### src/logic/fram_params.svh
`ifndef FRAM_PARAMS_SVH
`define FRAM_PARAMS_SVH

////////////////////////////////////////
// frame geometry
////////////////////////////////////////
`define FRAM_H_NUM              64      // pixels per line
`define FRAM_V_NUM              4       // lines per frame

////////////////////////////////////////
// memory side
////////////////////////////////////////
`define FRAM_DQ_WIDTH           16      // ddr data pins, beat is 8x this
`define FRAM_PIX_WIDTH          16      // stored rgb565 pixel
`define FRAM_PIX_PER_BEAT       ((`FRAM_DQ_WIDTH * 8) / `FRAM_PIX_WIDTH)
`define FRAM_BURST_LEN          (`FRAM_H_NUM / `FRAM_PIX_PER_BEAT)  // beats per line

// beat fifo holds two line bursts
`define FRAM_FIFO_DEPTH         16

////////////////////////////////////////
// address map
////////////////////////////////////////
`define FRAM_ADDR_WIDTH         28      // byte address into ddr
`define FRAM_LINE_ADDR_WIDTH    20      // offset bits inside one slot
`define FRAM_SLOT_COUNT         4       // frames rotate through these

`endif

### src/logic/axi_pkg.sv
`include "fram_params.svh"

package axi_pkg;

    ////////////////////////////////////////
    // axi write channel encodings
    ////////////////////////////////////////

    typedef enum logic [1:0] {
        FIXED = 2'b00,
        INCR  = 2'b01,      // only type issued here
        WRAP  = 2'b10
    } burst_e;

    // write address channel
    typedef struct packed {
        logic [`FRAM_ADDR_WIDTH-1:0] addr;
        logic [3:0]                  len;    // beats minus one
        logic [2:0]                  size;   // log2 bytes per beat
        burst_e                      burst;
        logic                        valid;
    } axi_aw_t;

    // write data channel
    typedef struct packed {
        logic [`FRAM_DQ_WIDTH*8-1:0] data;
        logic [`FRAM_DQ_WIDTH-1:0]   strb;   // one bit per byte lane
        logic                        last;
        logic                        valid;
    } axi_w_t;

    ////////////////////////////////////////
    // burst writer fsm
    ////////////////////////////////////////
    typedef enum logic [1:0] {
        IDLE,       // waiting for a full line in the fifo
        ADDR,       // aw valid, waiting for awready
        DATA        // streaming the line
    } wr_state_e;

endpackage

### src/logic/video_pkg.sv
`include "fram_params.svh"

package video_pkg;

    ////////////////////////////////////////
    // pixel formats
    ////////////////////////////////////////

    // sensor side, 8 bits per colour
    typedef struct packed {
        logic [7:0] red;
        logic [7:0] green;
        logic [7:0] blue;
    } rgb888_t;

    // stored format
    typedef struct packed {
        logic [4:0] red;
        logic [5:0] green;
        logic [4:0] blue;
    } rgb565_t;

    // one memory beat, pixel 0 in the low bits
    typedef rgb565_t [`FRAM_PIX_PER_BEAT-1:0] beat_t;

    // input port bundle
    typedef struct packed {
        logic    fsync;     // frame start pulse
        logic    en;        // pixel valid
        rgb888_t data;
    } pix_in_t;

    // packer fsm
    typedef enum logic {
        WAIT_SYNC,
        ACTIVE
    } pack_state_e;

endpackage

### src/logic/beat_fifo.sv
`timescale 1ns/1ns
`include "fram_params.svh"

module beat_fifo
(
    input  logic                                ddr_clk,
    input  logic                                arst_n,
    input  logic                                beat_valid,     // push
    input  video_pkg::beat_t                    beat,
    input  logic                                pop,            // writer took head
    output video_pkg::beat_t                    head,           // oldest beat
    output logic [$clog2(`FRAM_FIFO_DEPTH):0]   level,          // beats held
    output logic                                credit_return   // one per pop
);
    import video_pkg::*;

    localparam int PTR_W = $clog2(`FRAM_FIFO_DEPTH);

    beat_t              mem [`FRAM_FIFO_DEPTH];
    logic [PTR_W-1:0]   wr_ptr;         // wraps at depth
    logic [PTR_W-1:0]   rd_ptr;
    logic [PTR_W:0]     count;

    ////////////////////////////////////////
    // storage
    ////////////////////////////////////////
    always_ff @(posedge ddr_clk)
    begin
        if (beat_valid)
            mem[wr_ptr] <= beat;
    end

    assign head  = mem[rd_ptr];         // read is combinational
    assign level = count;

    ////////////////////////////////////////
    // pointers and fill count
    ////////////////////////////////////////
    always_ff @(posedge ddr_clk or negedge arst_n)
    begin
        if (!arst_n)
        begin
            wr_ptr <= '0;
            rd_ptr <= '0;
            count  <= '0;
        end
        else
        begin
            if (beat_valid)
                wr_ptr <= wr_ptr + 1'b1;
            if (pop)
                rd_ptr <= rd_ptr + 1'b1;
            case ({beat_valid, pop})
                2'b10:   count <= count + 1'b1;
                2'b01:   count <= count - 1'b1;
                default: count <= count;        // idle or push+pop
            endcase
        end
    end

    // slot freed, tell the packer next clock
    always_ff @(posedge ddr_clk or negedge arst_n)
    begin
        if (!arst_n)
            credit_return <= 1'b0;
        else
            credit_return <= pop;
    end

    // packer credits must keep us from filling past depth
    a_no_push_full: assert property (@(posedge ddr_clk) disable iff (!arst_n)
        beat_valid |-> count != (PTR_W + 1)'(`FRAM_FIFO_DEPTH));

    // writer only pops what it waited for
    a_no_pop_empty: assert property (@(posedge ddr_clk) disable iff (!arst_n)
        pop |-> count != '0);

endmodule

### src/logic/burst_writer.sv
`timescale 1ns/1ns
`include "fram_params.svh"

module burst_writer
(
    input  logic                                ddr_clk,
    input  logic                                arst_n,
    input  logic                                fsync,          // realigns line count
    input  video_pkg::beat_t                    head,           // fifo head beat
    input  logic [$clog2(`FRAM_FIFO_DEPTH):0]   level,          // fifo fill
    output logic                                pop,
    output axi_pkg::axi_aw_t                    aw,
    input  logic                                awready,
    output axi_pkg::axi_w_t                     w,
    input  logic                                wready,
    output logic                                frame_done,     // one clock pulse
    output logic [$clog2(`FRAM_SLOT_COUNT)-1:0] frame_slot,     // slot being written
    output logic                                init_done       // sticky
);
    import axi_pkg::*;

    localparam int BEAT_W     = $clog2(`FRAM_BURST_LEN);
    localparam int LINE_W     = $clog2(`FRAM_V_NUM);
    localparam int SLOT_W     = $clog2(`FRAM_SLOT_COUNT);
    localparam int LVL_W      = $clog2(`FRAM_FIFO_DEPTH) + 1;
    localparam int LINE_AW    = `FRAM_LINE_ADDR_WIDTH;
    localparam int PAD_W      = `FRAM_ADDR_WIDTH - LINE_AW - SLOT_W;
    localparam int LINE_BYTES = `FRAM_H_NUM * `FRAM_PIX_WIDTH / 8;

    wr_state_e                      state;
    logic [BEAT_W-1:0]              beat_cnt;   // beat within burst
    logic [LINE_W-1:0]              line_cnt;   // line within frame
    logic [`FRAM_ADDR_WIDTH-1:0]    addr_q;     // latched burst address
    logic [LINE_AW-1:0]             line_off;
    logic                           w_hs;
    logic                           last_beat;
    logic                           last_line;

    ////////////////////////////////////////
    // channel outputs
    ////////////////////////////////////////
    always_comb
    begin
        aw.addr  = addr_q;
        aw.len   = 4'(`FRAM_BURST_LEN - 1);
        aw.size  = 3'($clog2(`FRAM_DQ_WIDTH));     // 16 bytes per beat
        aw.burst = INCR;
        aw.valid = (state == ADDR);
    end

    always_comb
    begin
        w.data  = head;                 // fifo head holds until popped
        w.strb  = '1;                   // full beats only
        w.last  = last_beat;
        w.valid = (state == DATA);
    end

    assign w_hs      = w.valid && wready;
    assign pop       = w_hs;            // one beat per handshake
    assign last_beat = (beat_cnt == BEAT_W'(`FRAM_BURST_LEN - 1));
    assign last_line = (line_cnt == LINE_W'(`FRAM_V_NUM - 1));
    assign line_off  = LINE_AW'(line_cnt) * LINE_AW'(LINE_BYTES);

    // slot above the in-slot offset, upper bits zero
    always_ff @(posedge ddr_clk)
    begin
        if (state == IDLE)
            addr_q <= {{PAD_W{1'b0}}, frame_slot, line_off};
    end

    ////////////////////////////////////////
    // burst fsm
    ////////////////////////////////////////
    always_ff @(posedge ddr_clk or negedge arst_n)
    begin
        if (!arst_n)
        begin
            state    <= IDLE;
            beat_cnt <= '0;
        end
        else
        begin
            case (state)
                IDLE:
                begin
                    if (level >= LVL_W'(`FRAM_BURST_LEN))
                        state <= ADDR;          // whole line buffered
                end
                ADDR:
                begin
                    if (awready)
                    begin
                        state    <= DATA;
                        beat_cnt <= '0;
                    end
                end
                DATA:
                begin
                    if (w_hs)
                    begin
                        beat_cnt <= beat_cnt + 1'b1;
                        if (last_beat)
                            state <= IDLE;      // line written
                    end
                end
                default:
                    state <= IDLE;
            endcase
        end
    end

    ////////////////////////////////////////
    // line, slot and init tracking
    ////////////////////////////////////////
    always_ff @(posedge ddr_clk or negedge arst_n)
    begin
        if (!arst_n)
        begin
            line_cnt   <= '0;
            frame_slot <= '0;
            frame_done <= 1'b0;
            init_done  <= 1'b0;
        end
        else
        begin
            frame_done <= w_hs && last_beat && last_line;
            init_done  <= init_done | frame_done;   // first frame landed
            if (w_hs && last_beat)
            begin
                if (last_line)
                begin
                    line_cnt   <= '0;
                    frame_slot <= frame_slot + 1'b1;  // wraps over slots
                end
                else
                    line_cnt <= line_cnt + 1'b1;
            end
            else if (fsync)
                line_cnt <= '0;                     // frame start
        end
    end

    // payload holds while the slave stalls
    a_aw_stable: assert property (@(posedge ddr_clk) disable iff (!arst_n)
        aw.valid && !awready |=> $stable(aw));

    a_w_stable: assert property (@(posedge ddr_clk) disable iff (!arst_n)
        w.valid && !wready |=> $stable(w));

endmodule

### src/logic/fram_wr_top.sv
`timescale 1ns/1ns
`include "fram_params.svh"

module fram_wr_top
(
    input  logic                                ddr_clk,
    input  logic                                arst_n,
    input  video_pkg::pix_in_t                  pix_in,         // video source
    output axi_pkg::axi_aw_t                    aw,             // axi write address
    input  logic                                awready,
    output axi_pkg::axi_w_t                     w,              // axi write data
    input  logic                                wready,
    output logic                                frame_done,
    output logic [$clog2(`FRAM_SLOT_COUNT)-1:0] frame_slot,
    output logic                                init_done,
    output logic                                overflow
);
    import video_pkg::*;

    ////////////////////////////////////////
    // pipeline links
    ////////////////////////////////////////
    logic                                   beat_valid;     // packer to fifo
    beat_t                                  beat;
    logic                                   credit_return;  // fifo to packer
    beat_t                                  head;           // fifo to writer
    logic [$clog2(`FRAM_FIFO_DEPTH):0]      level;
    logic                                   pop;            // writer to fifo

    // stage 1, pack pixels into beats
    pixel_packer pixel_packer_i
    (
        .ddr_clk        (ddr_clk),
        .arst_n         (arst_n),
        .pix_in         (pix_in),
        .credit_return  (credit_return),
        .beat_valid     (beat_valid),
        .beat           (beat),
        .overflow       (overflow)
    );

    // stage 2, two lines of slack
    beat_fifo beat_fifo_i
    (
        .ddr_clk        (ddr_clk),
        .arst_n         (arst_n),
        .beat_valid     (beat_valid),
        .beat           (beat),
        .pop            (pop),
        .head           (head),
        .level          (level),
        .credit_return  (credit_return)
    );

    // stage 3, one axi burst per line
    burst_writer burst_writer_i
    (
        .ddr_clk        (ddr_clk),
        .arst_n         (arst_n),
        .fsync          (pix_in.fsync),
        .head           (head),
        .level          (level),
        .pop            (pop),
        .aw             (aw),
        .awready        (awready),
        .w              (w),
        .wready         (wready),
        .frame_done     (frame_done),
        .frame_slot     (frame_slot),
        .init_done      (init_done)
    );

endmodule

### src/logic/pixel_packer.sv
`timescale 1ns/1ns
`include "fram_params.svh"

module pixel_packer
(
    input  logic                ddr_clk,
    input  logic                arst_n,
    input  video_pkg::pix_in_t  pix_in,         // fsync, en, rgb888
    input  logic                credit_return,  // fifo freed one slot
    output logic                beat_valid,     // push into beat fifo
    output video_pkg::beat_t    beat,
    output logic                overflow        // sticky, a beat was lost
);
    import video_pkg::*;

    localparam int COL_W    = $clog2(`FRAM_H_NUM);
    localparam int LINE_W   = $clog2(`FRAM_V_NUM);
    localparam int SLOT_W   = $clog2(`FRAM_PIX_PER_BEAT);
    localparam int CREDIT_W = $clog2(`FRAM_FIFO_DEPTH) + 1;

    pack_state_e            state;
    logic [COL_W-1:0]       col_cnt;        // column within line
    logic [LINE_W-1:0]      line_cnt;       // line within frame
    logic [CREDIT_W-1:0]    credit_cnt;     // free fifo slots seen from here
    rgb565_t                pix565;
    logic                   take;           // pixel accepted this clock
    logic                   beat_full;      // pixel closes a beat
    logic                   send;           // closed beat has a credit

    ////////////////////////////////////////
    // intake and colour reduction
    ////////////////////////////////////////
    always_comb
    begin
        pix565.red   = pix_in.data.red[7:3];        // keep msbs
        pix565.green = pix_in.data.green[7:2];
        pix565.blue  = pix_in.data.blue[7:3];
    end

    assign take      = (state == ACTIVE) && pix_in.en && !pix_in.fsync;
    assign beat_full = take && (col_cnt[SLOT_W-1:0] == '1);   // 8th pixel of beat
    assign send      = beat_full && (credit_cnt != '0);

    always_ff @(posedge ddr_clk or negedge arst_n)
    begin
        if (!arst_n)
        begin
            state    <= WAIT_SYNC;
            col_cnt  <= '0;
            line_cnt <= '0;
        end
        else if (pix_in.fsync)
        begin
            state    <= ACTIVE;                     // frame start
            col_cnt  <= '0;
            line_cnt <= '0;
        end
        else if (take)
        begin
            if (col_cnt == COL_W'(`FRAM_H_NUM - 1))
            begin
                col_cnt <= '0;                      // end of line
                if (line_cnt == LINE_W'(`FRAM_V_NUM - 1))
                begin
                    line_cnt <= '0;
                    state    <= WAIT_SYNC;          // frame done, wait next sync
                end
                else
                    line_cnt <= line_cnt + 1'b1;
            end
            else
                col_cnt <= col_cnt + 1'b1;
        end
    end

    // newest pixel enters at the top, so pixel 0 ends lowest
    always_ff @(posedge ddr_clk)
    begin
        if (take)
            beat <= {pix565, beat[`FRAM_PIX_PER_BEAT-1:1]};
    end

    ////////////////////////////////////////
    // credits and overflow
    ////////////////////////////////////////
    always_ff @(posedge ddr_clk or negedge arst_n)
    begin
        if (!arst_n)
        begin
            beat_valid <= 1'b0;
            overflow   <= 1'b0;
            credit_cnt <= CREDIT_W'(`FRAM_FIFO_DEPTH);   // fifo empty
        end
        else
        begin
            beat_valid <= send;                     // one clock pulse
            if (beat_full && !send)
                overflow <= 1'b1;                   // no room, beat dropped
            case ({send, credit_return})
                2'b10:   credit_cnt <= credit_cnt - 1'b1;
                2'b01:   credit_cnt <= credit_cnt + 1'b1;
                default: credit_cnt <= credit_cnt;  // none or both
            endcase
        end
    end

    // a beat only leaves with a credit in hand
    a_send_needs_credit: assert property (@(posedge ddr_clk) disable iff (!arst_n)
        beat_valid |-> $past(credit_cnt) != '0);

    // fifo never returns more than was sent
    a_credit_bound: assert property (@(posedge ddr_clk) disable iff (!arst_n)
        credit_cnt <= CREDIT_W'(`FRAM_FIFO_DEPTH));

endmodule

### config.mk
export PLATFORM = sky130hd
export DESIGN_NAME = fram_wr_top
export DESIGN_NICKNAME = d
export VERILOG_FILES = /design/src/logic/axi_pkg.sv /design/src/logic/video_pkg.sv /design/src/logic/beat_fifo.sv /design/src/logic/burst_writer.sv /design/src/logic/fram_wr_top.sv /design/src/logic/pixel_packer.sv
export VERILOG_INCLUDE_DIRS = /design/src /design/src/logic
export SDC_FILE = /design/constraint.sdc
export NUM_CORES = 2
export LEC_CHECK = 0
export BUFFER_PORTS_ARGS = -buffer_cell sky130_fd_sc_hd__buf_2
export CORE_UTILIZATION = 25
export DETAILED_ROUTE_END_ITERATION = 6
export GPL_TIMING_DRIVEN = 0
export PLACE_DENSITY_LB_ADDON = 0.1
export RECOVER_POWER = 25
export SYNTH_ARGS = -nofsm -noshare
export SYNTH_HDL_FRONTEND = slang
export SYNTH_SLANG_ARGS = --single-unit
### constraint.sdc
create_clock -name ddr_clk -period 25.5 [get_ports ddr_clk]
set_clock_uncertainty 0.05 [all_clocks]
set_input_delay 2.55 -clock ddr_clk [delete_from_list [all_inputs] [get_ports ddr_clk]]
set_output_delay 2.55 -clock ddr_clk [all_outputs]
set_load 0.02 [all_outputs]
==> Implementation_results.wiki <==
{| class="wikitable"
! Metric !! Value
|-
| Power density over the cells || roughly 110 mW/mm2
|-
| CP max FO || 10
|-
| Vias in the first global route || 40000
|-
| EDFF count, synth || ~2200
|-
| Global route overflow || 0
|-
| Max-slew headroom at the worst pin || 10.5%
|-
| Number of standard cells after synthesis || 3367
|-
| Maximum number of buffers from clock root to sink || 4
|-
| Destination of the worst register-to-register timing path || beat_fifo_i.mem[11][78]
|-
| Half-perimeter wire length of the detailed placement result || 153000 um
|-
| RePlAce Congestion || about 0.66
|-
| Most used flip-flop cell after synthesis || sky130_fd_sc_hd__edfxtp_1
|-
| Drt total wl || about 250000 um
|-
| Worst-skew pair later-pin latency || about 0.87 ns
|-
| Worst reg2reg setup slack || 22.18 ns
|-
| Core region area || 0.331 mm2
|-
| Rows || between 200 and 250
|-
| CP Capture Type || output pin
|-
| Tightest Hold Check Type || flop to flop
|-
| Die Width || 580 um
|-
| Async SR Flop Fraction || 1.85%
|-
| TritonCTS buffer count || 264
|-
| Total power draw || around 0.011 W
|-
| Area Growth Syn to Fin || 20.2%
|-
| Setup Total Neg Slack || 0 ns
|-
| Maximum ir drop on the vdd rail || approximately 64 uV
|-
| Vias after detailed routing || between 30000 and 40000
|-
| Measured slew at the worst slew-check pin || approximately 1.3 ns
|-
| Maxcap violations || 0
|-
| Worst hold-check slack || between 0.4 and 0.5 ns
|-
| I/O Pins || 219
|-
| Share of post-route cells with drive strength above 1 || approximately a third
|-
| Final standard cell count with taps included and fillers excluded || about 8500
|-
| Launching element type of the critical path || flop
|-
| Depth of the CTS H-tree || 5
|-
| R2R depth || 11
|-
| Total routing usage reported by global routing || about 15%
|-
| Type of the worst setup path || flop to output pin
|-
| Max-slew violation count || 0
|-
| Wirelength per Cell || 29.6 um
|-
| Final setup vio count || 0
|-
| Worst hold path depth || 1
|-
| Setup Slack @ Placement || 18.53 ns
|-
| Number of hold-slack violations in the final timing report || 0
|-
| Leakage power || 31.4 nW
|-
| Crit path setup slack, layout || approximately 18 ns
|-
| CTS tree || built
|-
| PostCTS Resize Cnt || 0
|-
| Number of clock sinks || about 2200
|-
| Data required time of the worst path || about 23 ns
|-
| Clk pin slew, worst setup/hold paths || about 0.060 ns
|-
| Initial cell density of the core || about a quarter
|-
| Final routed DRC violation total || 0
|-
| Vias per cell || 4.45
|-
| Highest clock frequency the design can meet || around 0.13 GHz
|-
| Post-Syn Area || around 0.083 mm2
|-
| Number of nets in the layout || 4022
|-
| Vertical die dimension || 580 um
|-
| Mean area per synthesized cell || between 20 and 25 um2
|-
| Status || finished, final reports clean
|-
| Setup repair after global routing missed its margin || no
|-
| Count of buffers inserted at the top-level ports || 161
|-
| Antenna violations before repair || 9
|-
| Largest net degree at the start of global routing || 42
|-
| Number of violations reported at the end of detailed-routing iteration 0 || just over 3000
|-
| Post-route minimum period || approximately 7.7 ns
|-
| Hold-fix buffer count after cts || 0
|-
| Number of unique standard cell types used by synthesis || 46
|-
| Final antenna-violating net count || 0
|-
| CP Data Arrival Time || approximately 5.1 ns
|-
| Post-synthesis sequential element count || between 2000 and 2500
|-
| Total die area || approximately 0.34 mm2
|-
| Worst Hold End || beat_fifo_i.level[4]
|-
| Pre-antenna DRT Iters || 7
|-
| Tcrit/Tclk final || a little under a third
|-
| Clock root buffer || sky130_fd_sc_hd__clkbuf_16
|-
| # Post-CTS Setup Buffers || 0
|-
| Proportion of synthesized chip area in sequential cells || between 70% and 80%
|-
| Count of synthesis-stage warnings from yosys || 0
|-
| Global-route wire length before repair || ~350000 um
|-
| Number of cells in the design after placement || between 8000 and 9000
|-
| Worst flop-to-flop path startpoint || pixel_packer_i.beat_valid
|-
| Hold path startpoint || beat_fifo_i.level[4]
|}
## area by class of cell
| type | instances | area (um2) |
|---|---|---|
| fill | 31800 | 231000 |
| sequential | 2221 | 66500 |
| multi-input combinational | 969 | 16000 |
| clock buffer | 345 | 7070 |
| tap | 4366 | 5460 |
| timing repair buffer | 291 | 3150 |
| buffer | 217 | 1140 |
| clock inverter | 116 | 855 |
| antenna | 15 | 37.5 |
| inverter | 7 | 26.3 |
## sequential cells by signal (all words and copies together), names as in the netlist
register                   cells
burst_writer_i.init_done       1
pixel_packer_i.state           1
burst_writer_i.state           2
pixel_packer_i.col_cnt         6
beat_fifo_i.rd_ptr             4
pixel_packer_i.credit_cnt      5
pixel_packer_i.beat          128
beat_fifo_i.credit_return      1
burst_writer_i.addr_q          4
pixel_packer_i.beat_valid      1
beat_fifo_i.mem             2048
beat_fifo_i.wr_ptr             4
beat_fifo_i.level              5
pixel_packer_i.overflow        1
burst_writer_i.beat_cnt        3
burst_writer_i.frame_done      1
pixel_packer_i.line_cnt        2
burst_writer_i.line_cnt        2
burst_writer_i.frame_slot      2
## metrics by stage
stage | utilization [%] | cell area [um2]
floorplan | - | 83600
global placement | 27.1 | 89800
detailed placement | 27.9 | 92200
CTS | 30.3 | 100000
global route | 30.3 | 100000
finish | 30.3 | 100000
## layer usage
metal	global-route usage (%)	vias up	share of wire, %
li1	-	15700	-
met1	20.4	21200	44
met2	25.6	875	50
met3	2.18	295	3.9
met4	3.18	0	1.9
met5	0	-	0
## placed cells by master, fill, tap and decap left out, types with 27 or more instances in the layout
| cell | netlist | final |
|---|---|---|
| sky130_fd_sc_hd__buf_2 | 59 | 220 |
| sky130_fd_sc_hd__nand2_1 | 27 | 27 |
| sky130_fd_sc_hd__dfrtp_1 | 40 | 40 |
| sky130_fd_sc_hd__buf_4 | 59 | 64 |
| sky130_fd_sc_hd__clkinv_1 | 1 | 60 |
| sky130_fd_sc_hd__buf_6 | 3 | 63 |
| sky130_fd_sc_hd__clkinv_2 | 0 | 29 |
| sky130_fd_sc_hd__mux4_2 | 586 | 586 |
| sky130_fd_sc_hd__clkbuf_16 | 0 | 271 |
| sky130_fd_sc_hd__clkbuf_1 | 90 | 156 |
| sky130_fd_sc_hd__conb_1 | 2 | 49 |
| sky130_fd_sc_hd__edfxtp_1 | 2180 | 2180 |
| sky130_fd_sc_hd__mux2i_1 | 79 | 79 |
| sky130_fd_sc_hd__buf_16 | 0 | 46 |
| sky130_fd_sc_hd__a21oi_1 | 42 | 42 |
## critical path, stage by stage, from the launching register on
cell	delay, ns
sky130_fd_sc_hd__dfrtp_1	0.34
sky130_fd_sc_hd__buf_2	0.15
sky130_fd_sc_hd__buf_2	0.61
sky130_fd_sc_hd__buf_2	0.68
sky130_fd_sc_hd__buf_1	0.88
sky130_fd_sc_hd__mux4_2	0.39
sky130_fd_sc_hd__mux2i_1	0.08
sky130_fd_sc_hd__a21oi_1	0.73
sky130_fd_sc_hd__buf_2	0.30
## Yosys cell counts, drive strengths merged (5+ instances only)
cell type     n  area [um2]
mux4        586       13200
nor2         15        56.3
dfrtp        40        1000
and3          6        37.5
inv           6        22.5
and2         10        62.6
mux2i        79         791
a211oi       14         105
nor2b        15        93.8
xnor2        11        96.3
ha           19         238
xor2          7        61.3
a21oi        42         210
buf         127         795
nand2        27         101
o21ai         7        35.0
edfxtp     2180       65500
o32ai        20         175
clkbuf       90         338
o22ai        20         125
a21o          5        37.5
## how the worst max path moves through the flow
| stage | slack [ns] | depth (start not counted) | endpoint | start |
|---|---|---|---|---|
| after floorplan | 14.56 | 3 | beat_fifo_i.mem[11][0] | pixel_packer_i.beat_valid |
| after global placement | -4.48 | 3 | beat_fifo_i.mem[11][81] | pixel_packer_i.beat_valid |
| after detailed placement | 18.53 | 8 | w[62] | beat_fifo_i.rd_ptr[1] |
| after CTS | 17.57 | 8 | w[62] | beat_fifo_i.rd_ptr[1] |
| after global routing | 17.69 | 8 | w[62] | beat_fifo_i.rd_ptr[1] |
| final | 17.84 | 8 | w[62] | beat_fifo_i.rd_ptr[1] |
## cells by family (layout without fill, tap and decap cells)
logic type | Yosys count | count (layout) | synth area share, %
DFF | 2221 | 2221 | 79.7
muxes | 668 | 668 | 16.8
buffers and inverters | 224 | 976 | 1.39
AOI/OAI and AO/OA | 116 | 116 | 0.912
and+or+nand+nor | 97 | 97 | 0.611
adders and majority gates | 21 | 21 | 0.333
xor gates and xnor gates | 18 | 18 | 0.189
other | 2 | 64 | 0.00901
## report_power, final
group / total (W) / internal, W / switching (W)
logic: 0.00312 / 0.00124 / 0.00188
clock network: 0.00355 / 0.00205 / 0.00149
registers: 0.00407 / 0.00402 / 0.0000494
No activity file was read; power rests on OpenSTA's default activity.
